--- src/include/decode_settings.svh ---
`ifndef DECODE_SETTINGS_SVH
`define DECODE_SETTINGS_SVH

// Datapath widths
`define DATA_W      40 // Operand and register width
`define REG_ADDR_W  5  // Register number width
`define PC_W        30 // Word aligned PC, byte offset bits dropped
`define INSTR_W     32 // One instruction slot

// Register numbers with a fixed meaning
`define LINK_REG    30 // Written by BL
`define UNUSED_REG  31 // No register, also stands for the PC

`endif

--- src/hdl/isa_pkg.sv ---
package isa_pkg;

	// Major opcode in instr[31:27]
	typedef enum logic [4:0] {
		ADD  = 5'd0,
		AND  = 5'd1,
		BIC  = 5'd2,
		OR   = 5'd3,
		RSB  = 5'd4, // Reverse subtract
		SUB  = 5'd5,
		CMP  = 5'd6, // Flags only
		LDR  = 5'd7,
		STR  = 5'd8,
		B    = 5'd9,
		BL   = 5'd10, // Branch and link to r30
		NOOP = 5'd11,
		HALT = 5'd12
	} opcode_e;

	// Instruction word as seen by decode
	// Fields below bit 22 move around per opcode class
	//   ALU  rd[21:17] rm[16:12] rn[11:7]  or imm[11:0]
	//   CMP  rm[21:17] rn[16:12] or imm[16:0]
	//   MEM  rd[22:18] base[17:13] imm[12:0]
	//   BR   rn[21:17] or imm[21:0]
	typedef struct packed {
		opcode_e     opcode; // [31:27]
		logic [3:0]  spare;  // [26:23] Reserved
		logic        imm;    // [22] Immediate form select
		logic [21:0] body;   // [21:0] Operand fields
	} instr_t;

endpackage

--- src/hdl/pipe_pkg.sv ---
`include "decode_settings.svh"

package pipe_pkg;

	typedef logic [`DATA_W-1:0]     data_t;     // Register and operand data
	typedef logic [`REG_ADDR_W-1:0] reg_addr_t; // Register number
	typedef logic [`PC_W-1:0]       pc_t;       // Word address

	// Issue state of the decode stage
	typedef enum logic {
		RUNNING = 1'b0, // Normal issue
		HALTED  = 1'b1  // Halt retired, issue stopped until reset
	} issue_state_e;

endpackage

--- src/hdl/decode_intf.sv ---
// Read port pair of the register file, one per slot
interface rf_read_if;
	pipe_pkg::reg_addr_t addr_rm; // First operand register
	pipe_pkg::reg_addr_t addr_rn; // Second operand register
	pipe_pkg::data_t     data_rm; // Bypassed read data
	pipe_pkg::data_t     data_rn;

	modport decoder (
		output addr_rm,
		output addr_rn,
		input  data_rm,
		input  data_rn
	);

	modport regs (
		input  addr_rm,
		input  addr_rn,
		output data_rm,
		output data_rn
	);
endinterface

// Decoded slot handed to issue control, valid within the cycle
interface slot_if;
	isa_pkg::opcode_e    opcode;
	pipe_pkg::data_t     rm;      // Operand A
	pipe_pkg::data_t     rn;      // Operand B, register or immediate
	pipe_pkg::data_t     ro;      // Store data or link PC
	pipe_pkg::reg_addr_t rd;      // Destination, 31 when none
	logic                has_wb;  // Slot writes a register
	pipe_pkg::reg_addr_t addr_rm; // Registers actually read
	pipe_pkg::reg_addr_t addr_rn;

	modport decoder (
		output opcode, rm, rn, ro, rd, has_wb, addr_rm, addr_rn
	);

	modport control (
		input opcode, rm, rn, ro, rd, has_wb, addr_rm, addr_rn
	);
endinterface

--- src/hdl/slot_decoder.sv ---
`include "decode_settings.svh"

module slot_decoder #(
	parameter int unsigned SLOT_OFFSET = 0 // Word offset of this slot in the fetch pair
) (
	input  isa_pkg::instr_t instr,
	input  pipe_pkg::pc_t   pc,    // PC of slot 0
	rf_read_if.decoder      rf,
	slot_if.decoder         slot
);
	localparam pipe_pkg::reg_addr_t NONE = pipe_pkg::reg_addr_t'(`UNUSED_REG);
	localparam pipe_pkg::reg_addr_t LINK = pipe_pkg::reg_addr_t'(`LINK_REG);

	logic [`INSTR_W-1:0] raw;     // Flat view for field slicing
	pipe_pkg::pc_t       own_pc;  // PC of this slot
	pipe_pkg::data_t     imm_alu; // Sign extended immediates per format
	pipe_pkg::data_t     imm_cmp;
	pipe_pkg::data_t     imm_mem;
	pipe_pkg::data_t     imm_br;
	pipe_pkg::reg_addr_t addr_rm;
	pipe_pkg::reg_addr_t addr_rn;

	assign raw    = instr;
	assign own_pc = pc + pipe_pkg::pc_t'(SLOT_OFFSET);

	assign imm_alu = {{(`DATA_W-12){raw[11]}}, raw[11:0]};
	assign imm_cmp = {{(`DATA_W-17){raw[16]}}, raw[16:0]};
	assign imm_mem = {{(`DATA_W-13){raw[12]}}, raw[12:0]}; // Address offset
	assign imm_br  = {{(`DATA_W-22){raw[21]}}, raw[21:0]}; // Branch offset

	always_comb begin
		addr_rm     = NONE; // Nothing read unless the opcode needs it
		addr_rn     = NONE;
		slot.rd     = NONE;
		slot.rm     = '0;
		slot.rn     = '0;
		slot.ro     = '0;
		slot.has_wb = 1'b0;
		case (instr.opcode)
			isa_pkg::ADD, isa_pkg::AND, isa_pkg::BIC,
			isa_pkg::OR, isa_pkg::RSB, isa_pkg::SUB: begin
				addr_rm     = raw[16:12];
				slot.rm     = rf.data_rm;
				slot.rd     = raw[21:17];
				slot.has_wb = 1'b1;
				if (instr.imm) begin
					slot.rn = imm_alu; // No rn read in immediate form
				end else begin
					addr_rn = raw[11:7];
					slot.rn = rf.data_rn;
				end
			end
			isa_pkg::CMP: begin
				addr_rm = raw[21:17];
				slot.rm = rf.data_rm;
				if (instr.imm) begin
					slot.rn = imm_cmp;
				end else begin
					addr_rn = raw[16:12];
					slot.rn = rf.data_rn;
				end
			end
			isa_pkg::LDR: begin
				addr_rm     = raw[17:13]; // Base
				slot.rm     = rf.data_rm;
				slot.rn     = imm_mem;
				slot.rd     = raw[22:18];
				slot.has_wb = 1'b1;
			end
			isa_pkg::STR: begin
				addr_rm = raw[17:13]; // Base
				addr_rn = raw[22:18]; // Store data comes through the rn port
				slot.rm = rf.data_rm;
				slot.rn = imm_mem;
				slot.ro = rf.data_rn; // rn carries the offset so data rides on ro
			end
			isa_pkg::B, isa_pkg::BL: begin
				slot.rm = pipe_pkg::data_t'(own_pc); // Branch base is this slot's PC
				if (instr.imm) begin
					slot.rn = imm_br;
				end else begin
					addr_rn = raw[21:17];
					slot.rn = rf.data_rn;
				end
				if (instr.opcode == isa_pkg::BL) begin
					slot.rd     = LINK; // Return address into r30
					slot.ro     = pipe_pkg::data_t'(own_pc);
					slot.has_wb = 1'b1;
				end
			end
			default: ; // NOOP, HALT and unknown codes read nothing
		endcase
	end

	assign rf.addr_rm   = addr_rm;
	assign rf.addr_rn   = addr_rn;
	assign slot.addr_rm = addr_rm; // Used by the pairing hazard check
	assign slot.addr_rn = addr_rn;
	assign slot.opcode  = instr.opcode;

endmodule

--- src/flat_wrapper.sv ---
// flat-port wrapper written by rule: the top's interface ports become plain ports
module slot_decoder_flat 
#(
	parameter int unsigned SLOT_OFFSET = 0                                              
)
  (instr, pc, rf_addr_rm, rf_addr_rn, rf_data_rm, rf_data_rn, slot_opcode, slot_rm, slot_rn, slot_ro, slot_rd, slot_has_wb, slot_addr_rm, slot_addr_rn);
  rf_read_if rf_i ();
  slot_if slot_i ();
  input  isa_pkg::instr_t instr;
  input  pipe_pkg::pc_t pc;
  output wire logic [$bits(rf_i.addr_rm)-1:0] rf_addr_rm;
  output wire logic [$bits(rf_i.addr_rn)-1:0] rf_addr_rn;
  input wire logic [$bits(rf_i.data_rm)-1:0] rf_data_rm;
  input wire logic [$bits(rf_i.data_rn)-1:0] rf_data_rn;
  output wire logic [$bits(slot_i.opcode)-1:0] slot_opcode;
  output wire logic [$bits(slot_i.rm)-1:0] slot_rm;
  output wire logic [$bits(slot_i.rn)-1:0] slot_rn;
  output wire logic [$bits(slot_i.ro)-1:0] slot_ro;
  output wire logic [$bits(slot_i.rd)-1:0] slot_rd;
  output wire logic [$bits(slot_i.has_wb)-1:0] slot_has_wb;
  output wire logic [$bits(slot_i.addr_rm)-1:0] slot_addr_rm;
  output wire logic [$bits(slot_i.addr_rn)-1:0] slot_addr_rn;
  assign rf_addr_rm = rf_i.addr_rm;
  assign rf_addr_rn = rf_i.addr_rn;
  assign rf_i.data_rm = rf_data_rm;
  assign rf_i.data_rn = rf_data_rn;
  assign slot_opcode = slot_i.opcode;
  assign slot_rm = slot_i.rm;
  assign slot_rn = slot_i.rn;
  assign slot_ro = slot_i.ro;
  assign slot_rd = slot_i.rd;
  assign slot_has_wb = slot_i.has_wb;
  assign slot_addr_rm = slot_i.addr_rm;
  assign slot_addr_rn = slot_i.addr_rn;
  slot_decoder #(.SLOT_OFFSET(SLOT_OFFSET)) u_core (.instr(instr), .pc(pc), .rf(rf_i), .slot(slot_i));
endmodule
--- config.mk ---
export PLATFORM = sky130hd
export DESIGN_NAME = slot_decoder_flat
export DESIGN_NICKNAME = d
export VERILOG_FILES = /design/src/hdl/isa_pkg.sv /design/src/hdl/pipe_pkg.sv /design/src/hdl/decode_intf.sv /design/src/hdl/slot_decoder.sv /design/src/flat_wrapper.sv
export VERILOG_INCLUDE_DIRS = /design/src /design/src/include
export SDC_FILE = /design/constraint.sdc
export NUM_CORES = 1
export LEC_CHECK = 0
export BUFFER_PORTS_ARGS = -buffer_cell sky130_fd_sc_hd__buf_4
export CAP_MARGIN = 5
export CORE_AREA = 2 2 115 117
export DETAILED_ROUTE_END_ITERATION = 8
export DIE_AREA = 0 0 117 119
export PLACE_DENSITY = 0.6
export SLEW_MARGIN = 30
export SYNTH_ARGS = -nofsm -noshare
export SYNTH_HDL_FRONTEND = slang
export SYNTH_SLANG_ARGS = --single-unit
--- constraint.sdc ---
create_clock -name vclk -period 3.2
set_input_delay 0.16 -clock vclk [all_inputs]
set_output_delay 0.16 -clock vclk [all_outputs]
set_load 0.05 [all_outputs]
==> impl_metrics.tcl <==
set metrics [dict create \
    yosys_warnings 0 \
    synth_top_area_share_pct 23.8 \
    post-cts-setup-buffers 0 \
    cp.arrival_ns 2.24 \
    syn-cell-area_sq_mm 0.00221 \
    power_density_mw_per_mm2 224 \
    ys_seq_area_share_pct 0 \
    cp_slowest_stage_delay_ns 0.56 \
    dieWidth_microns 117 \
    layout-drive-gt1-share_pct 56.6 \
    rsz0062_at_grt "no" \
    final_nets 716 \
    worstSetupPathType "input pin to primary output" \
    fmax_mhz 417 \
    gr-total-overflow 0 \
    hold_buffers 0 \
    num_vias 3707 \
    cpMostUsedCell "buf_4" \
    irDropWorstVdd_v 0.0000952 \
    grt_usage_pct 18.0 \
    netlist_instances 321 \
    cp_max_fo 19 \
    nClkBuffers 0 \
    synthDistinctLibCells 47 \
    routabilityCongestion 0.835 \
    viasPerCell 4.96 \
    drv_slew 0 \
    grt_use_met1_pct 25.6 \
    die_area_sq_mm 0.0139 \
    max-cap-violations 0 \
    path_buf_inv 3 \
    finalHoldViolations 0 \
    grt_pass1_vias 3479 \
    fp.dieH_microns 119 \
    p_leak_nw 2.15 \
    ant_nets 0 \
    whs_path_depth 2 \
    seq_cells 0 \
    ctsResizeCount 0 \
    drt-total-wl_mm 14.0 \
    outcome "completed" \
    cp-start-kind "input pin" \
    area_growth_pct 99.6 \
    met3_usage_pct 1.17 \
    drt-initial-drc-count 155 \
    hp-start "instr[29]" \
    synth_top_area_cell "a22o_1" \
    drc 0 \
    crit_slowest_cell "or4b_4" \
    avgSynthCellArea_sq_um 6.88 \
    synth_fp_nets 463 \
    end_kind "primary output" \
    grt_max_degree 40 \
    period_share_pct 74.9 \
    critPathTopFamily "simple AND/OR/NAND/NOR gates" \
    drt-wirelength-per-cell_microns 18.7 \
    cp_cell_sequence "buf_4, or4b_4, a21oi_2, or2_1, buf_4, a2bb2oi_1, buf_4" \
    hold_path_class "input pin to primary output" \
    dr.pass1.iters 5 \
    grt_use_met2_pct 30.6 \
    ios 293 \
    max_slew_margin_pct 40.4 \
    start_util_pct 17.1 \
    regArea_sq_um 0 \
    final-setup-viol-count 0 \
    n_antenna_cell 0 \
    final_common_cell "buf_4" \
    hold_end "slot_opcode[2]" \
    ys_top_cells_by_area "a22o_1 (24%), nand2_1 (8.5%), a2bb2oi_1 (7.1%)" \
    row_count 42 \
    antenna_found_initial 0 \
    placed_area_sq_mm 0.00441 \
    core_area_sq_mm 0.0129 \
    design_area_sq_mm 0.00441 \
    dp_hpwl_mm 11.4 \
    cp.required_ns 3.04 \
    fin_crit_ns 2.40 \
    top_usage_layer "met2" \
    layout_common_cells "buf_4 (303), a22o_1 (60), nand2_1 (50)" \
    grt_pass1_wl_mm 19.7 \
    fin_tns_setup_ns 0 \
    port_buffers 289 \
    worstMarginPinSlew_ns 0.891 \
]
worst max-delay path by stage:
stage | startpoint | endpoint | slack, ns | depth (start not counted)
floorplan | instr[29] | slot_rn[19] | 0.83 | 7
global placement | instr[28] | slot_rn[39] | 0.88 | 7
detailed placement | instr[28] | slot_rn[26] | 0.83 | 7
CTS | instr[28] | slot_rn[26] | 0.82 | 7
global route | instr[28] | slot_rn[26] | 0.66 | 7
finish | instr[28] | slot_rn[26] | 0.80 | 7
report_power, final:
| group | leakage [nW] | switching [mW] | internal [mW] | total, mW |
|---|---|---|---|---|
| clock network | 0 | 0 | 0 | 0 |
| logic | 2.15 | 0.640 | 0.345 | 0.985 |
| registers | 0 | 0 | 0 | 0 |
layout make-up:
| class | instances | area, sq um |
|---|---|---|
| Fill cell | 1397 | 8470 |
| Inverter | 4 | 15.0 |
| Tap cell | 176 | 220 |
| Multi-Input combinational cell | 265 | 1900 |
| Timing Repair Buffer | 303 | 2270 |
logic make-up (layout without fill, tap and decap cells):
kind of cell    Yosys count  after routing  synth area share (%)
fa+ha+maj                 1              1                 0.454
compound gates          146            146                  57.0
buf+inv                  56            307                  15.0
simple gates            116            116                  26.8
xor+xnor                  1              1                 0.397
mux                       1              1                 0.454
Yosys cell counts, types with 2 or more instances:
library cell and number:
a21oi_1 3, a21oi_2 2, a22o_1 60, a22oi_1 9, a2bb2oi_1 18, a2bb2oi_2 10
a31oi_1 2, and2_1 20, buf_2 11, buf_4 17, buf_6 2, clkbuf_1 19
inv_1 4, nand2_1 50, nand2b_1 3, nand3_1 13, nand4_1 5, nand4b_1 5
nor2_1 9, o211ai_1 12, o21ai_0 18, o21bai_1 2, or3_1 2, or3b_1 2
metrics by stage:
| step | hold slack (ns) | util, % | setup WS (ns) | instances | power [mW] |
|---|---|---|---|---|---|
| 2_1_floorplan | 0.487 | - | 0.833 | 321 | 0.615 |
| 3_3_place_gp | 0.674 | 34.2 | 0.885 | 748 | 0.976 |
| 3_5_place_dp | 0.681 | 34.2 | 0.827 | 748 | 0.984 |
| 4_1_cts | 0.681 | 34.2 | 0.822 | 748 | 0.986 |
| 5_1_grt | 0.694 | 34.2 | 0.661 | 748 | 1.03 |
| 6_report | 0.681 | 34.2 | 0.802 | 748 | 0.985 |
layer usage:
metal,wire length (microns),part of all wire (%)
met2,6750,48
met3,863,6.2
met5,0,0
met1,6290,45
met4,95,0.68
Note: power is estimated with default switching activity, not from simulation.
