[config.mk]
export PLATFORM = sky130hd
export DESIGN_NAME = issue_control_flat
export DESIGN_NICKNAME = d
export VERILOG_FILES = /design/src/hdl/isa_pkg.sv /design/src/hdl/pipe_pkg.sv /design/src/hdl/decode_intf.sv /design/src/hdl/issue_control.sv /design/src/flat_wrapper.sv
export VERILOG_INCLUDE_DIRS = /design/src /design/src/include
export SDC_FILE = /design/constraint.sdc
export NUM_CORES = 1
export LEC_CHECK = 0
export BUFFER_PORTS_ARGS = -buffer_cell sky130_fd_sc_hd__clkbuf_2
export CORE_AREA = 4 4 213 215
export DETAILED_ROUTE_END_ITERATION = 10
export DIE_AREA = 0 0 217 219
export GPL_ROUTABILITY_DRIVEN = 0
export PLACE_DENSITY_LB_ADDON = 0.12
export REMOVE_ABC_BUFFERS = 1
export SYNTH_ARGS = -nofsm -noshare
export SYNTH_HDL_FRONTEND = slang
export SYNTH_SLANG_ARGS = --single-unit
[constraint.sdc]
create_clock -name clk -period 1.7 [get_ports clk]
set_input_delay 0 -clock clk [delete_from_list [all_inputs] [get_ports clk]]
set_output_delay 0 -clock clk [all_outputs]
set_load 0.1 [all_outputs]
[src/include/decode_settings.svh]
`ifndef DECODE_SETTINGS_SVH
`define DECODE_SETTINGS_SVH

// Datapath widths
`define DATA_W      40 // Operand and register width
`define REG_ADDR_W  5  // Register number width
`define PC_W        30 // Word aligned PC, byte offset bits dropped
`define INSTR_W     32 // One instruction slot

// Register numbers with a fixed meaning
`define LINK_REG    30 // Written by BL
`define UNUSED_REG  31 // No register, also stands for the PC

`endif

[src/hdl/isa_pkg.sv]
package isa_pkg;

	// Major opcode in instr[31:27]
	typedef enum logic [4:0] {
		ADD  = 5'd0,
		AND  = 5'd1,
		BIC  = 5'd2,
		OR   = 5'd3,
		RSB  = 5'd4, // Reverse subtract
		SUB  = 5'd5,
		CMP  = 5'd6, // Flags only
		LDR  = 5'd7,
		STR  = 5'd8,
		B    = 5'd9,
		BL   = 5'd10, // Branch and link to r30
		NOOP = 5'd11,
		HALT = 5'd12
	} opcode_e;

	// Instruction word as seen by decode
	// Fields below bit 22 move around per opcode class
	//   ALU  rd[21:17] rm[16:12] rn[11:7]  or imm[11:0]
	//   CMP  rm[21:17] rn[16:12] or imm[16:0]
	//   MEM  rd[22:18] base[17:13] imm[12:0]
	//   BR   rn[21:17] or imm[21:0]
	typedef struct packed {
		opcode_e     opcode; // [31:27]
		logic [3:0]  spare;  // [26:23] Reserved
		logic        imm;    // [22] Immediate form select
		logic [21:0] body;   // [21:0] Operand fields
	} instr_t;

endpackage

[src/hdl/pipe_pkg.sv]
`include "decode_settings.svh"

package pipe_pkg;

	typedef logic [`DATA_W-1:0]     data_t;     // Register and operand data
	typedef logic [`REG_ADDR_W-1:0] reg_addr_t; // Register number
	typedef logic [`PC_W-1:0]       pc_t;       // Word address

	// Issue state of the decode stage
	typedef enum logic {
		RUNNING = 1'b0, // Normal issue
		HALTED  = 1'b1  // Halt retired, issue stopped until reset
	} issue_state_e;

endpackage

[src/hdl/decode_intf.sv]


// Decoded slot handed to issue control, valid within the cycle
interface slot_if;
	isa_pkg::opcode_e    opcode;
	pipe_pkg::data_t     rm;      // Operand A
	pipe_pkg::data_t     rn;      // Operand B, register or immediate
	pipe_pkg::data_t     ro;      // Store data or link PC
	pipe_pkg::reg_addr_t rd;      // Destination, 31 when none
	logic                has_wb;  // Slot writes a register
	pipe_pkg::reg_addr_t addr_rm; // Registers actually read
	pipe_pkg::reg_addr_t addr_rn;

	modport decoder (
		output opcode, rm, rn, ro, rd, has_wb, addr_rm, addr_rn
	);

	modport control (
		input opcode, rm, rn, ro, rd, has_wb, addr_rm, addr_rn
	);
endinterface

[src/hdl/issue_control.sv]
`include "decode_settings.svh"

module issue_control (
	input  logic                clk,
	input  logic                rst,
	input  logic                stall_decode, // Back-pressure from later stages
	input  logic                halt_in_wb,   // HALT reached write-back
	input  logic                branch_en,    // Redirect in progress
	slot_if.control             slot0,
	slot_if.control             slot1,
	output pipe_pkg::data_t     rm0_ex,
	output pipe_pkg::data_t     rn0_ex,
	output pipe_pkg::data_t     ro0_ex,
	output pipe_pkg::data_t     rm1_ex,
	output pipe_pkg::data_t     rn1_ex,
	output pipe_pkg::data_t     ro1_ex,
	output pipe_pkg::reg_addr_t rd0_ex,
	output pipe_pkg::reg_addr_t rd1_ex,
	output isa_pkg::opcode_e    opcode0_ex,
	output isa_pkg::opcode_e    opcode1_ex,
	output logic                issue0,       // Slot 0 goes to execute this cycle
	output logic                issue1,
	output logic                halted,
	output logic                stall0,       // Stall flags seen by fetch
	output logic                stall1
);
	localparam pipe_pkg::reg_addr_t NONE = pipe_pkg::reg_addr_t'(`UNUSED_REG);

	pipe_pkg::issue_state_e state;
	logic                   stall_slot0;
	logic                   stall_slot1;
	logic                   hazard;      // Slot 1 depends on slot 0

	// Slot 1 reads what slot 0 is about to write
	assign hazard = slot0.has_wb && (slot0.rd != NONE)
		&& ((slot0.rd == slot1.addr_rm) || (slot0.rd == slot1.addr_rn))
		&& (slot1.opcode != isa_pkg::NOOP);

	assign stall_slot0 = stall_decode;
	assign stall_slot1 = stall_slot0 || (slot0.opcode == isa_pkg::HALT) || hazard;

	assign halted = (state == pipe_pkg::HALTED);
	assign issue0 = !stall_slot0 && !halted;
	assign issue1 = !stall_slot1 && !halted; // Implies issue0

	assign stall0 = stall_slot0 && !branch_en; // Fetch ignores stall on redirect
	assign stall1 = stall_slot1 && !branch_en;

	// Halt is sticky until reset
	always_ff @(posedge clk) begin
		if (rst)
			state <= pipe_pkg::RUNNING;
		else if (halt_in_wb)
			state <= pipe_pkg::HALTED;
	end

	// Execute control, a slot that does not issue becomes a NOOP with no rd
	always_ff @(posedge clk) begin
		if (rst) begin
			opcode0_ex <= isa_pkg::NOOP;
			opcode1_ex <= isa_pkg::NOOP;
			rd0_ex     <= NONE;
			rd1_ex     <= NONE;
		end else begin
			opcode0_ex <= issue0 ? slot0.opcode : isa_pkg::NOOP;
			opcode1_ex <= issue1 ? slot1.opcode : isa_pkg::NOOP;
			rd0_ex     <= issue0 ? slot0.rd : NONE;
			rd1_ex     <= issue1 ? slot1.rd : NONE;
		end
	end

	// Operand payload, qualified by the opcode downstream
	always_ff @(posedge clk) begin
		rm0_ex <= slot0.rm;
		rn0_ex <= slot0.rn;
		ro0_ex <= slot0.ro;
		rm1_ex <= slot1.rm;
		rn1_ex <= slot1.rn;
		ro1_ex <= slot1.ro;
	end

endmodule

[src/flat_wrapper.sv]
// flat-port wrapper written by rule: the top's interface ports become plain ports
module issue_control_flat 
  (clk, rst, stall_decode, halt_in_wb, branch_en, rm0_ex, rn0_ex, ro0_ex, rm1_ex, rn1_ex, ro1_ex, rd0_ex, rd1_ex, opcode0_ex, opcode1_ex, issue0, issue1, halted, stall0, stall1, slot0_opcode, slot0_rm, slot0_rn, slot0_ro, slot0_rd, slot0_has_wb, slot0_addr_rm, slot0_addr_rn, slot1_opcode, slot1_rm, slot1_rn, slot1_ro, slot1_rd, slot1_has_wb, slot1_addr_rm, slot1_addr_rn);
  slot_if slot0_i ();
  slot_if slot1_i ();
  input  logic clk;
  input  logic rst;
  input  logic stall_decode;
  input  logic halt_in_wb;
  input  logic branch_en;
  output pipe_pkg::data_t rm0_ex;
  output pipe_pkg::data_t rn0_ex;
  output pipe_pkg::data_t ro0_ex;
  output pipe_pkg::data_t rm1_ex;
  output pipe_pkg::data_t rn1_ex;
  output pipe_pkg::data_t ro1_ex;
  output pipe_pkg::reg_addr_t rd0_ex;
  output pipe_pkg::reg_addr_t rd1_ex;
  output isa_pkg::opcode_e opcode0_ex;
  output isa_pkg::opcode_e opcode1_ex;
  output logic issue0;
  output logic issue1;
  output logic halted;
  output logic stall0;
  output logic stall1;
  input wire logic [$bits(slot0_i.opcode)-1:0] slot0_opcode;
  input wire logic [$bits(slot0_i.rm)-1:0] slot0_rm;
  input wire logic [$bits(slot0_i.rn)-1:0] slot0_rn;
  input wire logic [$bits(slot0_i.ro)-1:0] slot0_ro;
  input wire logic [$bits(slot0_i.rd)-1:0] slot0_rd;
  input wire logic [$bits(slot0_i.has_wb)-1:0] slot0_has_wb;
  input wire logic [$bits(slot0_i.addr_rm)-1:0] slot0_addr_rm;
  input wire logic [$bits(slot0_i.addr_rn)-1:0] slot0_addr_rn;
  input wire logic [$bits(slot1_i.opcode)-1:0] slot1_opcode;
  input wire logic [$bits(slot1_i.rm)-1:0] slot1_rm;
  input wire logic [$bits(slot1_i.rn)-1:0] slot1_rn;
  input wire logic [$bits(slot1_i.ro)-1:0] slot1_ro;
  input wire logic [$bits(slot1_i.rd)-1:0] slot1_rd;
  input wire logic [$bits(slot1_i.has_wb)-1:0] slot1_has_wb;
  input wire logic [$bits(slot1_i.addr_rm)-1:0] slot1_addr_rm;
  input wire logic [$bits(slot1_i.addr_rn)-1:0] slot1_addr_rn;
  assign slot0_i.opcode = slot0_opcode;
  assign slot0_i.rm = slot0_rm;
  assign slot0_i.rn = slot0_rn;
  assign slot0_i.ro = slot0_ro;
  assign slot0_i.rd = slot0_rd;
  assign slot0_i.has_wb = slot0_has_wb;
  assign slot0_i.addr_rm = slot0_addr_rm;
  assign slot0_i.addr_rn = slot0_addr_rn;
  assign slot1_i.opcode = slot1_opcode;
  assign slot1_i.rm = slot1_rm;
  assign slot1_i.rn = slot1_rn;
  assign slot1_i.ro = slot1_ro;
  assign slot1_i.rd = slot1_rd;
  assign slot1_i.has_wb = slot1_has_wb;
  assign slot1_i.addr_rm = slot1_addr_rm;
  assign slot1_i.addr_rn = slot1_addr_rn;
  issue_control u_core (.clk(clk), .rst(rst), .stall_decode(stall_decode), .halt_in_wb(halt_in_wb), .branch_en(branch_en), .slot0(slot0_i), .slot1(slot1_i), .rm0_ex(rm0_ex), .rn0_ex(rn0_ex), .ro0_ex(ro0_ex), .rm1_ex(rm1_ex), .rn1_ex(rn1_ex), .ro1_ex(ro1_ex), .rd0_ex(rd0_ex), .rd1_ex(rd1_ex), .opcode0_ex(opcode0_ex), .opcode1_ex(opcode1_ex), .issue0(issue0), .issue1(issue1), .halted(halted), .stall0(stall0), .stall1(stall1));
endmodule
==> flow_summary.json <==
{
  "status": "completed",
  "finalSetupViolCount": 0,
  "die_y_um": 219,
  "seq_power_share": 0.381,
  "switching_share": 0.3248,
  "die_w_um": 217,
  "async_flop_share": 0,
  "row_count": 77,
  "crit_path_max_fanout": 4,
  "path_clk_slew_ns": 0.06,
  "area_delta_synth_final_pct": 127.9,
  "synth_ff_type": "dfxtp_1",
  "first_pass_iters": 4,
  "ys_warn_count": 0,
  "yosysMostFrequentCell": "dfxtp_1",
  "cp_data_arrival_time_ns": 1.57,
  "critPathLaunchType": "primary input",
  "core_um2": 43740,
  "dp.cells": 1460,
  "clk_latency_ns": 0.55,
  "synth_area_um2": 5655,
  "clkSinkCount": 261,
  "design.die.area_um2": 47520,
  "postPlaceCellArea_um2": 9117,
  "maxCapViolations": 0,
  "relSlewSlack": 0.5548,
  "switchingPower_uw": 5560,
  "ys_seq_area_frac": 0.9239,
  "grt_max_degree": 20,
  "instances_no_fill": 1785,
  "powerDensity_nw_per_um2": 1328,
  "synth.avg_cell_area_um2": 17.09,
  "min_path_type": "primary input to register",
  "synth_edf_count": 0,
  "start_util": 0.1293,
  "ctsHtreeMaxLevel": 1,
  "totalWireLength_um": 24850,
  "synth_area_leaders": "dfxtp_1, xor2_1, nor3_1",
  "pwr-share-comb": 0.216,
  "rsz0062_at_grt": "false",
  "layout-drive-gt1-share": 0.5050,
  "layout.nets": 1455,
  "cts_made_buffers": 31,
  "max_freq_ghz": 0.6366,
  "dp_hpwl_um": 18950,
  "io_pins": 552,
  "worstSetupPathType": "primary input to output port",
  "port_buffers": 540,
  "crit_required_ns": 1.70,
  "ys_types": 24,
  "antenna_found_initial": 3,
  "synth_top_area_frac": 0.9239,
  "hold_viol": 0,
  "power_frac_clock": 0.402,
  "first_global_vias": 5976,
  "fillers": 4634,
  "fin_skew_ns": 0.009549,
  "intPower_uw": 11560,
  "tightest_slew_ns": 0.6706,
  "ctsLongestPathBuffers": 3,
  "drcViolationCount": 0,
  "finalInstanceArea_um2": 12890,
  "ys_ff_latch": 261,
  "irDropWorstVdd_uv": 615.4,
  "postRouteAntennaNets": 0,
  "vias": 5583,
  "yosys.area.top_type": "dfxtp_1",
  "drt_iter0_drc": 129,
  "fin_crit_ns": 1.571,
  "yosys-top-cells-count": "dfxtp_1, nor3_1, xor2_1, nor2_1, or3_1",
  "p_total_uw": 17120,
  "syn_inst": 331,
  "grt_use_total": 0.09589,
  "viasPerCell": 3.128,
  "grt_pass1_wl_um": 35200,
  "p_leak_uw": 0.006253,
  "min_period_over_period": 0.9240,
  "grt-ovfl-total": 0,
  "cts_tree": "done",
  "final_max_slew_viol_count": 0,
  "wire_per_inst_um": 13.92,
  "ctsRootBufferMaster": "clkbuf_16",
  "end_kind": "output port"
}
## cells in the final DEF (no fill, tap or decap), types with 2 or more instances in the layout
cell type / count
and2_1: 2
buf_12: 2
buf_4: 4
bufinv_16: 4
clkbuf_1: 2
clkbuf_16: 31
clkbuf_2: 537
clkbuf_8: 7
clkinv_2: 7
clkinv_4: 3
clkinvlp_4: 2
dfxtp_1: 261
dlygate4sd3_1: 266
inv_1: 3
nor2_1: 8
nor3_1: 11
o21a_1: 3
o21ai_0: 6
o21ai_1: 2
or3_1: 8
xor2_1: 10
## repair_timing
item,in CTS,in global routing
buffers inserted,0,1
hold buffers,267,0
gates resized for setup,0,2
setup endpoints to repair,0,2
endpoints found under the hold margin,261,0
## cell families (layout without fill, tap and decap cells)
kind of cell / Yosys count / count (layout) / synth area share
other cells: 0 / 1 / 0
xor+xnor: 10 / 10 / 0.01549
simple gates: 36 / 36 / 0.03385
flops: 261 / 261 / 0.9239
compound gates: 15 / 15 / 0.01881
buf+inv: 9 / 870 / 0.007964
## path summary, 6_finish.rpt
path	from	endpoint	slack, ns	cells after the start
max reg2reg	u_core.halted	u_core.rd0_ex[3]	0.38	2
min	stall_decode	u_core.opcode0_ex[0]	0.05	2
max	slot0_opcode[4]	stall1	0.13	7
min reg2reg	u_core.halted	u_core.rd1_ex[0]	1.06	3
## worst max-delay path: stages
cell           delay [ns]
dlygate4sd3_1        0.54
clkbuf_2             0.12
o41ai_2              0.33
buf_4                0.18
nand2b_1             0.08
o31ai_2              0.10
buf_12               0.22
## layout make-up
type                    count  area, um^2  share of cell area
well taps                 592       740.7             0.05748
multi-input cells          61       390.4             0.03029
diodes                      1       2.502           0.0001942
flip-flops and latches    261        5225              0.4054
inverters                   3       11.26           0.0008738
clock buffers              40       879.6             0.06825
repair buffers            810        5433              0.4216
clock inverters            17       205.2             0.01592
## sequential cells by signal (all words and copies together) (netlist names), 40 cells and up
signal	count
u_core.rm0_ex	40
u_core.rm1_ex	40
u_core.rn0_ex	40
u_core.rn1_ex	40
u_core.ro0_ex	40
u_core.ro1_ex	40
## through the flow
step | hold slack (ns) | setup TNS [ns] | setup WS, ns | util
floorplan | 0.02772 | -1.621 | -1.101 | -
global placement | 0.1029 | 0 | 0.3284 | 0.2085
detailed placement | 0.1039 | 0 | 0.3792 | 0.2085
CTS | 0.03465 | 0 | 0.04120 | 0.2944
global route | 0.05424 | 0 | 0.03357 | 0.2946
finish | 0.04983 | 0 | 0.1291 | 0.2946
## metal layers
layer  global-route usage  wire [um]  up-vias
met1              0.09814       8600     2523
li1                     -          -     2737
met3              0.03752       2467       50
met4              0.03668        743        4
met2               0.1762      13020      269
met5                    0         14        -
## power groups by stage
stage | Sequential (uW) | Combinational [uW] | Clock [uW]
global route | 6550 | 3820 | 7450
detailed placement | 6660 | 3210 | 0
CTS | 6530 | 3730 | 7200
finish | 6530 | 3700 | 6890
floorplan | 9010 | 112 | 0
global placement | 6660 | 3220 | 0
Power figures use the tool's default switching activity.
