--- src/include/decode_settings.svh ---
`ifndef DECODE_SETTINGS_SVH
`define DECODE_SETTINGS_SVH

// Datapath widths
`define DATA_W      40 // Operand and register width
`define REG_ADDR_W  5  // Register number width
`define PC_W        30 // Word aligned PC, byte offset bits dropped
`define INSTR_W     32 // One instruction slot

// Register numbers with a fixed meaning
`define LINK_REG    30 // Written by BL
`define UNUSED_REG  31 // No register, also stands for the PC

`endif

--- src/hdl/pipe_pkg.sv ---
`include "decode_settings.svh"

package pipe_pkg;

	typedef logic [`DATA_W-1:0]     data_t;     // Register and operand data
	typedef logic [`REG_ADDR_W-1:0] reg_addr_t; // Register number
	typedef logic [`PC_W-1:0]       pc_t;       // Word address

	// Issue state of the decode stage
	typedef enum logic {
		RUNNING = 1'b0, // Normal issue
		HALTED  = 1'b1  // Halt retired, issue stopped until reset
	} issue_state_e;

endpackage

--- src/hdl/pc_sequencer.sv ---
module pc_sequencer (
	input  logic          clk,
	input  logic          rst,
	input  logic          issue0,      // Slot 0 issued
	input  logic          issue1,      // Slot 1 issued as well
	input  logic          branch_en,
	input  pipe_pkg::pc_t branch_addr, // Redirect target from execute
	output pipe_pkg::pc_t pc,          // PC of the pair in decode
	output pipe_pkg::pc_t next_pc      // Next fetch address
);

	// Redirect first, then advance by the number of slots issued
	always_comb begin
		if (branch_en)
			next_pc = branch_addr;
		else if (issue1)
			next_pc = pc + pipe_pkg::pc_t'(2); // Whole pair consumed
		else if (issue0)
			next_pc = pc + pipe_pkg::pc_t'(1); // Slot 1 refetched as new slot 0
		else
			next_pc = pc; // Hold on stall
	end

	always_ff @(posedge clk) begin
		if (rst)
			pc <= '0;
		else
			pc <= next_pc;
	end

endmodule

--- config.mk ---
export PLATFORM = sky130hd
export DESIGN_NAME = pc_sequencer
export DESIGN_NICKNAME = d
export VERILOG_FILES = /design/src/hdl/pipe_pkg.sv /design/src/hdl/pc_sequencer.sv
export VERILOG_INCLUDE_DIRS = /design/src /design/src/include
export SDC_FILE = /design/constraint.sdc
export NUM_CORES = 1
export LEC_CHECK = 0
export BUFFER_PORTS_ARGS = -buffer_cell sky130_fd_sc_hd__buf_2
export CAP_MARGIN = 20
export CORE_MARGIN = 2
export CORE_UTILIZATION = 51
export CTS_BUF_LIST = sky130_fd_sc_hd__clkbuf_8 sky130_fd_sc_hd__clkbuf_16
export CTS_CLUSTER_DIAMETER = 120
export DETAILED_ROUTE_END_ITERATION = 7
export GPL_TIMING_DRIVEN = 0
export PLACE_DENSITY = 0.86
export SETUP_SLACK_MARGIN = 0.2
export SLEW_MARGIN = 20
export SYNTH_ARGS = -nofsm -noshare
export SYNTH_HDL_FRONTEND = slang
export SYNTH_SLANG_ARGS = --single-unit
--- constraint.sdc ---
create_clock -name clk -period 3.1 [get_ports clk]
set_input_delay 0.155 -clock clk [delete_from_list [all_inputs] [get_ports clk]]
set_output_delay 0.155 -clock clk [all_outputs]
set_load 0.02 [all_outputs]
==> results of run 1 <==
[layer usage]
metal / global-route usage (%) / routed length (um)
met1: 39.1 / 2810
met3: 6.50 / 687
met4: 17.9 / 212
met2: 48.0 / 3180
met5: 0 / 0
[worst min-delay path, delay by kind of cell]
family	cells	cell delay, ps
AND/OR/NAND/NOR	1	70
buffers and inverters	1	100
AO/OA/AOI/OAI	1	60
[report_power, final]
| part | total (uW) | switching, uW | leakage [uW] | internal [uW] |
|---|---|---|---|---|
| combinational | 300 | 191 | 0.000793 | 108 |
| clock | 333 | 157 | 0.0000524 | 176 |
| sequential | 454 | 41.1 | 0.000249 | 413 |
[stage by stage]
step	cell area [um^2]	instances	utilization [%]	setup WS (ps)	power, uW
floorplan	2060	269	-	777	642
global placement	2590	412	65.7	772	751
detailed placement	2590	412	65.7	747	757
CTS	2680	420	68.0	440	1080
global route	2680	420	68.0	216	1130
finish	2680	420	68.0	393	1090
[cell usage in the layout (no fill, tap or decap), drive strengths merged, types with 5 or more instances in the layout]
master / n
a211oi: 12
nor2b: 11
a21oi: 18
nor4: 10
nor2: 23
dfxtp: 30
nor3: 8
or3: 6
o31ai: 5
nand2: 24
nand3: 13
or4: 6
a311oi: 9
xor2: 5
o21ai: 5
inv: 5
xnor2: 7
clkbuf: 19
nand4: 13
a31oi: 10
buf: 95
[cells by family after synthesis]
logic type | after synthesis | synth area share (%)
AND/OR/NAND/NOR | 130 | 34.8
buffers and inverters | 19 | 3.58
flip-flops | 30 | 29.1
XOR/XNOR | 12 | 5.10
AO/OA/AOI/OAI | 75 | 25.7
multiplexers | 1 | 0.485
adder cells (fa/ha/maj) | 2 | 1.21
[path summary, 6_finish.rpt]
kind | depth (start not counted) | start | endpoint
hold reg to reg | 2 | pc[15] | pc[15]
hold / removal | 3 | branch_addr[2] | pc[2]
setup reg to reg | 6 | pc[10] | pc[19]
setup / recovery | 7 | pc[10] | next_pc[19]
[cells in the mapped netlist, types with 3 or more instances]
cell	n	area, um^2
nand4_1	12	75.1
nand3_1	13	65.1
xnor2_1	7	61.3
or3_1	6	37.5
nor4_1	9	56.3
o21ai_0	5	25.0
a21oi_1	18	90.1
clkbuf_1	13	48.8
dfxtp_1	30	601
nor3_1	8	40.0
o31ai_1	5	37.5
inv_1	4	15.0
nor2b_1	11	68.8
xor2_1	5	43.8
and4_1	4	35.0
and3_1	3	18.8
o211ai_1	4	30.0
nor2_1	23	86.3
a311oi_1	9	78.8
or4_1	5	37.5
a31oi_1	10	62.6
nand2_1	24	90.1
a211oi_1	12	90.1
[layout make-up]
type	instances	share of cell area (%)
Clock inverter	2	0.327
Inverter	4	0.560
Multi-Input combinational cell	220	51.7
Sequential cell	30	22.4
Clock buffer	6	3.08
Tap cell	50	2.33
Timing Repair Buffer	93	17.4
Buffer	15	2.19
==> metrics.yaml, run 1 <==
drt:
  detail_route.wirelength_mm: 6.89
  dr.pass1.iters: 5
  drc_errors: 0
  wire_per_inst_um: 16.4
  via_per_inst: 6.23
  route.vias.total: 2615
  postRouteAntennaNets: 0
  first_iter_violations: 208
logic_synthesis:
  postSynthRegisterBits: 30
  dominantRegCellSynth: "dfxtp_1"
  yosys_warnings: 0
  syn-cell-area_um2: 2060
  gate_count_post_synth: 269
  synth-edff-count: 0
  synth-async-reset-ratio_pct: 0
  synth_cell_types: 44
  synth_nets: 306
  share_of_the_yosys_chip_area_belonging_to_registers_pct: 29.1
  synth.avg_cell_area_um2: 7.67
sta:
  fin_skew_ps: 4.70
  grt_setup_unrepaired: "no"
  hold_viol_final: 0
  finalMaxSlewViolations: 0
  worst_hold_slack_ps: 141
  finalCriticalPeriod_ps: 2710
  max-slew-margin-rel_pct: 42.2
  final_count_of_negative_setup_slack_endpoints: 0
  max_slew.worst_pin.slew_ps: 859
  setup_tns_ps: 0
  tcrit_tclk_final_pct: 87.3
  clock.fmax_mhz: 369
place:
  detailed_place_hpwl_mm: 5.03
  placement.io_buffers: 93
  gp_congestion: 0.945
grt:
  grt_first_pass_wirelength_mm: 10.6
  maximum_number_of_pins_on_one_net_before_global_route_repair: 11
  grt_pass1_vias: 2313
  grt_antenna_before_repair: 0
  global_route.overflow_total: 0
  global_route.usage.total_pct: 30.9
layout:
  largest_registers: "pc: 30 flops"
  regMostFlops: "pc"
  number_of_antenna_cells_inserted: 0
  area_growth_syn_to_layout_pct: 30.0
  largest_register_ffs: 30
  filler_cell_count: 362
  register_area_um2: 601
  finish.net_count: 406
  layout-drive-gt1-share_pct: 29.2
  multiInputGateArea_um2: 1390
die:
  floorplan.rows: 23
  floorplan.die_area_um2: 4570
  die_height_um: 67.6
  start_util_pct: 52.3
  area_inside_the_core_boundary_um2: 3940
  pin_count: 95
  chipWidth_um: 67.6
worst_setup_path:
  critPathArrivalTime_ps: 2550
  worstPathCellList: "nand4_2, or4_1, buf_2, buf_2, nor4_1, nor3_1, buf_2"
  crit_slowest_cell: "or4_1"
  kind_of_cell_adding_the_most_delay_to_the_critical_path: "simple AND/OR/NAND/NOR gates"
  worstSetupEndpointType: "output pin"
  crit_path_start_kind: "flop"
  worstSetupPathType: "flop to output pin"
  worst-r2r-setup-slack_ps: 860
  req_time_crit_path_ps: 2940
  worst_path_most_repeated_cell: "buf_2"
  crit_buf_inv: 3
  critPathMaxFanout: 10
  slowest_delay_ps: 520
cts:
  cts.sinks: 30
  number_of_buffers_inserted_for_hold_repair_after_clock_tree_synthesis: 0
  number_of_buffers_between_clock_root_and_the_deepest_sink: 2
  number_of_setup_buffers_added_after_cts: 0
  cts_tree: "done"
  clk_transition_reported_paths_ps: 70
  numCtsBuffers: 5
  cts_htree_levels: 2
  postCtsResizedCells: 0
  insertion_delay_of_the_later_clocked_pin_in_the_worst_skew_pair_ps: 280
  cts_root_buf: "clkbuf_8"
hold_path:
  holdCritPathClass: "input port to flop"
pwr:
  ir_drop_uv: 268
  power.density_cell_area_nw_per_um2: 405
  power_leakage_uw: 0.00109
job:
  max-cap-violations: 0
status:
  outcome: "finished clean"
(Power assumes the default switching activity.)
==> inputs of run 2 (changes only) <==
Settings changed: ABC_AREA from default to 1, CORE_UTILIZATION 51 to 52, CTS_BUF_LIST sky130_fd_sc_hd__clkbuf_8 sky130_fd_sc_hd__clkbuf_16 to default.
==> metrics.yaml, run 2 <==
die:
  pin_count: 95  # unchanged
  floorplan.rows: 23  # unchanged
  area_inside_the_core_boundary_um2: 4030  # +2.2%
  chipWidth_um: 69.1  # +2.3%
  start_util_pct: 54.8  # +2.5 points
  floorplan.die_area_um2: 4780  # +4.6%
  die_height_um: 69.1  # +2.3%
grt:
  global_route.overflow_total: 0  # unchanged
  maximum_number_of_pins_on_one_net_before_global_route_repair: 11  # unchanged
  global_route.usage.total_pct: 27.8  # -3.1 points
  grt_antenna_before_repair: 0  # unchanged
  grt_first_pass_wirelength_mm: 10.9  # +2.9%
  grt_pass1_vias: 2375  # +2.7%
worst_setup_path:
  worst-r2r-setup-slack_ps: 1450  # +590 ps
  critPathMaxFanout: 6  # -4
  crit_buf_inv: 3  # unchanged
  crit_slowest_cell: "dfxtp_1"
  worstPathCellList: "ha_1, inv_1, nor2_1, nand2_1, nor2_2, nand3_1, nand2_1, nand3_1, nand2_1, inv_1, buf_2"
  critical_path.reg2reg.startpoint: "pc[2]"
  critPathArrivalTime_ps: 1950  # -600 ps
  worstSetupPathType: "flop to output pin"
  kind_of_cell_adding_the_most_delay_to_the_critical_path: "simple AND/OR/NAND/NOR gates"
  worst_path_most_repeated_cell: "nand2_1"
  timing.reg2reg.worst_path_depth: 10  # +4
  worstSetupEndpointType: "output pin"
  r2r-end: "pc[25]"
  crit_path_start_kind: "flop"
  req_time_crit_path_ps: 2940  # about the same
  slowest_delay_ps: 410  # -110 ps
cts:
  insertion_delay_of_the_later_clocked_pin_in_the_worst_skew_pair_ps: 290  # about the same
  postCtsResizedCells: 0  # unchanged
  number_of_setup_buffers_added_after_cts: 0  # unchanged
  cts_htree_levels: 2  # unchanged
  numCtsBuffers: 5  # unchanged
  cts_tree: "done"
  number_of_buffers_inserted_for_hold_repair_after_clock_tree_synthesis: 0  # unchanged
  cts_root_buf: "clkbuf_8"
  clk_transition_reported_paths_ps: 60  # about the same
  cts.sinks: 30  # unchanged
  number_of_buffers_between_clock_root_and_the_deepest_sink: 2  # unchanged
logic_synthesis:
  share_of_the_yosys_chip_area_belonging_to_registers_pct: 27.2  # -1.9 points
  synth.avg_cell_area_um2: 6.11  # -20%
  area_fraction_of_the_dominant_cell_type_after_synthesis_pct: 27.2  # -1.9 points
  synth-async-reset-ratio_pct: 0  # unchanged
  synth_nets: 398  # +30%
  yosys_warnings: 0  # unchanged
  syn-cell-area_um2: 2210  # +7.0%
  synth_cell_types: 34  # -23%
  synth_top_family_by_area: "simple AND/OR/NAND/NOR gates"
  synth_most_common_cell: "nand2_1"
  yosys.area_share.xor_xnor_pct: 1.59  # -3.5 points
  synth-edff-count: 0  # unchanged
  synth_top_area_cell: "dfxtp_1"
  dominantRegCellSynth: "dfxtp_1"
  postSynthRegisterBits: 30  # unchanged
  post_synth_main_area_contributors: "dfxtp_1, nand2_1, nand3_1"
  synth.area.mux_share_pct: 0  # -0.49 points
  synth_fa_ha_area_share_pct: 1.13  # -0.079 points
  synth-compound-area-share_pct: 9.64  # -16 points
  synthTopCellsByCount: "nand2_1, nand3_1, inv_1, nor2_1, dfxtp_1"
  gate_count_post_synth: 361  # +34%
  synth-simple-area-share_pct: 52.2  # +17 points
sta:
  finalCriticalPeriod_ps: 2110  # -597 ps
  grt_setup_unrepaired: "no"
  setup_tns_ps: 0  # unchanged
  tcrit_tclk_final_pct: 68.1  # -19 points
  max-slew-margin-rel_pct: 55.3  # +13 points
  worst_hold_slack_ps: 118  # -22.8 ps
  clock.fmax_mhz: 474  # +28%
  finalMaxSlewViolations: 0  # unchanged
  hold_viol_final: 0  # unchanged
  crit_path_setup_slack_layout_ps: 990  # +597 ps
  fin_skew_ps: 8.60  # +3.89 ps
  final_count_of_negative_setup_slack_endpoints: 0  # unchanged
  max_slew.worst_pin.slew_ps: 670  # -189 ps
place:
  gp_congestion: 0.888  # -6.0%
  place.detailed.instances: 503  # +22%
  place_worst_setup_slack_ps: 1320  # +569 ps
  detailed_place_hpwl_mm: 4.95  # -1.5%
  placement.io_buffers: 92  # -1.1%
drt:
  dr.pass1.iters: 4  # -1
  route.vias.total: 2589  # -0.99%
  via_per_inst: 5.08  # -18%
  drc_errors: 0  # unchanged
  postRouteAntennaNets: 0  # unchanged
  detail_route.wirelength_mm: 6.43  # -6.7%
  wire_per_inst_um: 12.6  # -23%
  first_iter_violations: 147  # -29%
hold_path:
  hold-path-endpoint: "pc[21]"
  holdCritPathClass: "input port to flop"
  min_delay_path_depth: 3  # unchanged
  hold_path.startpoint: "branch_addr[21]"
layout:
  largest_register_ffs: 30  # unchanged
  number_of_antenna_cells_inserted: 0  # unchanged
  postLayoutCoreUtil_pct: 69.6  # +1.6 points
  layout.cells.non_filler: 510  # +21%
  area_growth_syn_to_layout_pct: 27.2
  layout_commonest_cell: "nand2_1"
  finish.net_count: 497  # +22%
  largest_registers: "pc: 30 flops"
  layout-drive-gt1-share_pct: 31.7  # +2.5 points
  regMostFlops: "pc"
  final_cell_mix: "nand2_1, buf_2, nand3_1, nor2_1, inv_1"
job:
  max-cap-violations: 0  # unchanged
pwr:
  ir_drop_uv: 242  # -9.8%
  power.density_cell_area_nw_per_um2: 362  # -11%
  power_leakage_uw: 0.00142  # +30%
status:
  outcome: "finished clean"
==> run 2: changes by cell type in the layout (fill, tap and decap cells not counted), sizes merged, moves of 7 or more <==
cell,change
nor2b,-10
a311oi,-9
nor4,-10
a21oi,+8
nand2,+105
nor2,+24
a211oi,-10
clkbuf,-7
or2,+11
inv,+32
xnor2,-7
nand3,+28
nand4,-7
a31oi,-9
==> run 2: worst max-delay path by stage <==
stage | from | to | cells after the start
2_1_floorplan | pc[2] | next_pc[5] | 6
3_3_place_gp | pc[2] | next_pc[25] | 11
3_5_place_dp | pc[2] | next_pc[25] | 11
4_1_cts | pc[0] | next_pc[28] | 11
5_1_grt | pc[1] | next_pc[21] | 11
6_report | pc[2] | next_pc[25] | 11
==> run 2: worst min-delay path, delay by kind of cell <==
family | cells | cell delay (ps)
AO/OA/AOI/OAI | 1 | 60
buffers and inverters | 1 | 70
AND/OR/NAND/NOR | 1 | 70
==> run 2: metal layers <==
layer / GRT usage [%] / wire length, um / vias to the layer above
met4: 12.0 / 98 / 0
met5: 0 / 0 / -
li1: - / - / 1344
met1: 37.2 / 2920 / 1136
met3: 5.56 / 440 / 9
met2: 43.4 / 2970 / 100
==> run 2: layout make-up <==
cell class	instances	area, um^2
tap	50	62.6
inverter	37	139
sequential	30	601
clock buffer	7	76.3
buffer	9	41.3
fill	390	1220
multi-input combinational	285	1430
timing repair buffer	92	460
==> run 2: report_power, final <==
| part | internal, uW | leakage (uW) | switching [uW] | total [uW] |
|---|---|---|---|---|
| Clock | 154 | 0.0000383 | 151 | 306 |
| Sequential | 410 | 0.000248 | 30.3 | 440 |
| Combinational | 96.6 | 0.00114 | 173 | 270 |
| Total | 661 | 0.00142 | 355 | 1020 |
==> run 2: cell families after synthesis <==
kind of cell	Yosys count
fa+ha+maj	2
simple gates	243
xor+xnor	4
buf+inv	46
flops	30
compound gates	36
==> run 2: metrics by stage <==
step	power, uW	area (um^2)
finish	1020	2810
global route	1070	2810
CTS	1020	2810
detailed placement	717	2730
global placement	711	2730
floorplan	616	2210
==> inputs of run 3 (changes only) <==
Settings changed: ABC_AREA 1 to 0, CORE_UTILIZATION 52 to 47, PLACE_DENSITY 0.86 to 0.8.
Clock period 3.1 ns to 2.1 ns, I/O delays scaled along.
==> metrics.yaml, run 3 (synthesis results as in run 1) <==
worst_setup_path:
  critical_path.reg2reg.startpoint: "pc[6]"
  worst-r2r-setup-slack_ps: -70  # -1520 ps
  worstSetupPathType: "flop to output pin"
  worstSetupEndpointType: "output pin"
  critPathArrivalTime_ps: 2340  # +390 ps
  crit_path_start_kind: "flop"
  critPathMaxFanout: 10  # +4
  timing.reg2reg.worst_path_depth: 8  # -2
  r2r-end: "pc[27]"
  req_time_crit_path_ps: 2000  # -940 ps
layout:
  filler_cell_count: 210  # -46%
  number_of_antenna_cells_inserted: 0  # unchanged
  layout-drive-gt1-share_pct: 57.3  # +26 points
  register_area_um2: 659  # +9.8%
  final_cell_area_um2: 3770  # +34%
  postLayoutCoreUtil_pct: 87.8  # +18 points
  largest_register_ffs: 30  # unchanged
  regMostFlops: "pc"
  largest_registers: "pc: 30 flops"
  multiInputGateArea_um2: 1890  # +32%
  final_cell_mix: "buf_2, buf_4, nor2_1, nand2_1, buf_6"
  area_growth_syn_to_layout_pct: 82.9
  layout_commonest_cell: "buf_2"
  finish.net_count: 458  # -7.8%
die:
  pin_count: 95  # unchanged
  start_util_pct: 48.0  # -6.7 points
  floorplan.rows: 24  # +4.3%
  die_height_um: 70.2  # +1.6%
  area_inside_the_core_boundary_um2: 4290  # +6.6%
  chipWidth_um: 70.2  # +1.6%
  floorplan.die_area_um2: 4930  # +3.2%
place:
  placement.io_buffers: 93  # +1.1%
  placement.cell_area_um2: 2750  # +0.73%
  detailed_place_hpwl_mm: 5.29  # +6.8%
  gp_congestion: 0.884  # -0.45%
sta:
  grt_setup_unrepaired: "yes"
  finalMaxSlewViolations: 0  # unchanged
  clock.fmax_mhz: 409
  finalCriticalPeriod_ps: 2450
  crit_path_setup_slack_layout_ps: -348  # -1340 ps
  max-slew-margin-rel_pct: 51.7  # -3.7 points
  max_slew.worst_pin.slew_ps: 725  # +54.8 ps
  hold_viol_final: 0  # unchanged
  fin_skew_ps: 13.6  # +4.98 ps
  final_count_of_negative_setup_slack_endpoints: 21  # +21
  tcrit_tclk_final_pct: 117
pwr:
  internal-power_uw: 1120  # +70%
  power.sequential.fraction_pct: 37.4  # -5.9 points
  ir_drop_uv: 393  # +63%
  pwr-share-comb_pct: 34.3  # +7.7 points
  power.share.clock_pct: 28.3  # -1.8 points
  power.density_cell_area_nw_per_um2: 483  # +33%
  net_switching_share_of_the_total_power_pct: 38.4  # +3.5 points
  p_switching_uw: 700  # +97%
  power_leakage_uw: 0.00152  # +6.6%
hold_path:
  min_delay_path_depth: 3  # unchanged
  hold_path.startpoint: "branch_addr[28]"
  hold-path-endpoint: "pc[28]"
  holdCritPathClass: "input port to flop"
cts:
  numCtsBuffers: 5  # unchanged
  cts_tree: "done"
  cts.sinks: 30  # unchanged
  clk_transition_reported_paths_ps: 60  # about the same
  cts_htree_levels: 2  # unchanged
  cts_root_buf: "clkbuf_8"
  number_of_buffers_between_clock_root_and_the_deepest_sink: 2  # unchanged
  insertion_delay_of_the_later_clocked_pin_in_the_worst_skew_pair_ps: 300  # about the same
drt:
  dr.pass1.iters: 6  # +2
  drc_errors: 0  # unchanged
  detail_route.wirelength_mm: 11.4  # +78%
  wire_per_inst_um: 24.1  # +91%
  route.vias.total: 3344  # +29%
  via_per_inst: 7.05  # +39%
  first_iter_violations: 376  # +160%
  postRouteAntennaNets: 0  # unchanged
grt:
  global_route.usage.total_pct: 35.5  # +7.7 points
  maximum_number_of_pins_on_one_net_before_global_route_repair: 11  # unchanged
  grt_pass1_vias: 2908  # +22%
  grt_first_pass_wirelength_mm: 13.9  # +27%
  grt_antenna_before_repair: 0  # unchanged
  global_route.overflow_total: 0  # unchanged
status:
  violated_checks: "negative setup slack"
  outcome: "complete, but fails checks"
job:
  max-cap-violations: 0  # unchanged
[run 3: changes by cell type in the layout (fill, tap and decap cells not counted), moves of 11 or more]
| cell | previous run | this run |
|---|---|---|
| buf_2 | 95 | 72 |
| buf_4 | 1 | 58 |
| buf_6 | 0 | 15 |
| dfxtp_1 | 30 | 11 |
| dfxtp_4 | 0 | 14 |
| inv_1 | 34 | 3 |
| nand2_1 | 118 | 21 |
| nand3_1 | 37 | 7 |
| nor2_1 | 34 | 23 |
[run 3: area by class of cell]
class	instances	share of cell area [%]
clock buffer	6	2.19
tap	52	1.72
buffer	15	2.29
inverter	4	0.398
clock inverter	2	0.332
sequential	30	17.5
timing repair buffer	145	25.6
multi-input combinational	220	50.0
[run 3: worst max-delay path, cell delays in order (launching register included)]
cell	delay [ps]
dfxtp_4	360
nand4_1	260
or4_4	510
buf_8	160
buf_12	150
nor4_2	280
nand4b_1	170
buf_4	160
[run 3: worst max path at each step]
stage / slack [ps] / startpoint / endpoint / cells past startpoint
6_report: -350 / pc[6] / next_pc[29] / 7
5_1_grt: -350 / pc[6] / next_pc[29] / 7
3_3_place_gp: -120 / branch_en / next_pc[18] / 7
3_5_place_dp: -100 / branch_en / next_pc[18] / 7
4_1_cts: -210 / pc[11] / next_pc[26] / 7
2_1_floorplan: 170 / pc[10] / next_pc[20] / 5
[run 3: power by group through the flow]
| stage | clock network, uW | registers, uW | logic, uW |
|---|---|---|---|
| 4_1_cts | 505 | 668 | 514 |
| 6_report | 516 | 680 | 625 |
| 3_3_place_gp | 0 | 681 | 449 |
| 5_1_grt | 532 | 682 | 650 |
| 3_5_place_dp | 0 | 682 | 455 |
| 2_1_floorplan | 0 | 720 | 244 |
[run 3: timing repair]
action | 4_1_cts | 5_1_grt
setup endpoints to repair | 41 | 40
pin swaps | 24 | 36
setup buffers | 26 | 25
gates cloned | 0 | 1
resized for setup | 71 | 54
hold buffers | 0 | 0
endpoints found under the hold margin | 0 | 0
[run 3: per-layer routing]
layer	vias to the layer above	global-route usage [%]	part of all wire (%)
met4	0	23.9	8.4
met2	370	58.5	47
li1	1353	-	-
met3	104	8.37	12
met1	1517	40.5	33
met5	-	0	0
[run 3: metrics by stage]
step           worst slack (ps)  power [uW]  cells  TNS [ps]  hold slack, ps
2_1_floorplan               169         964    269         0             264
3_3_place_gp               -121        1130    414      -415             379
3_5_place_dp              -97.4        1140    414      -390             382
4_1_cts                    -211        1690    448     -1800            71.5
5_1_grt                    -350        1860    474     -4580             135
6_report                   -348        1820    474     -3910             113
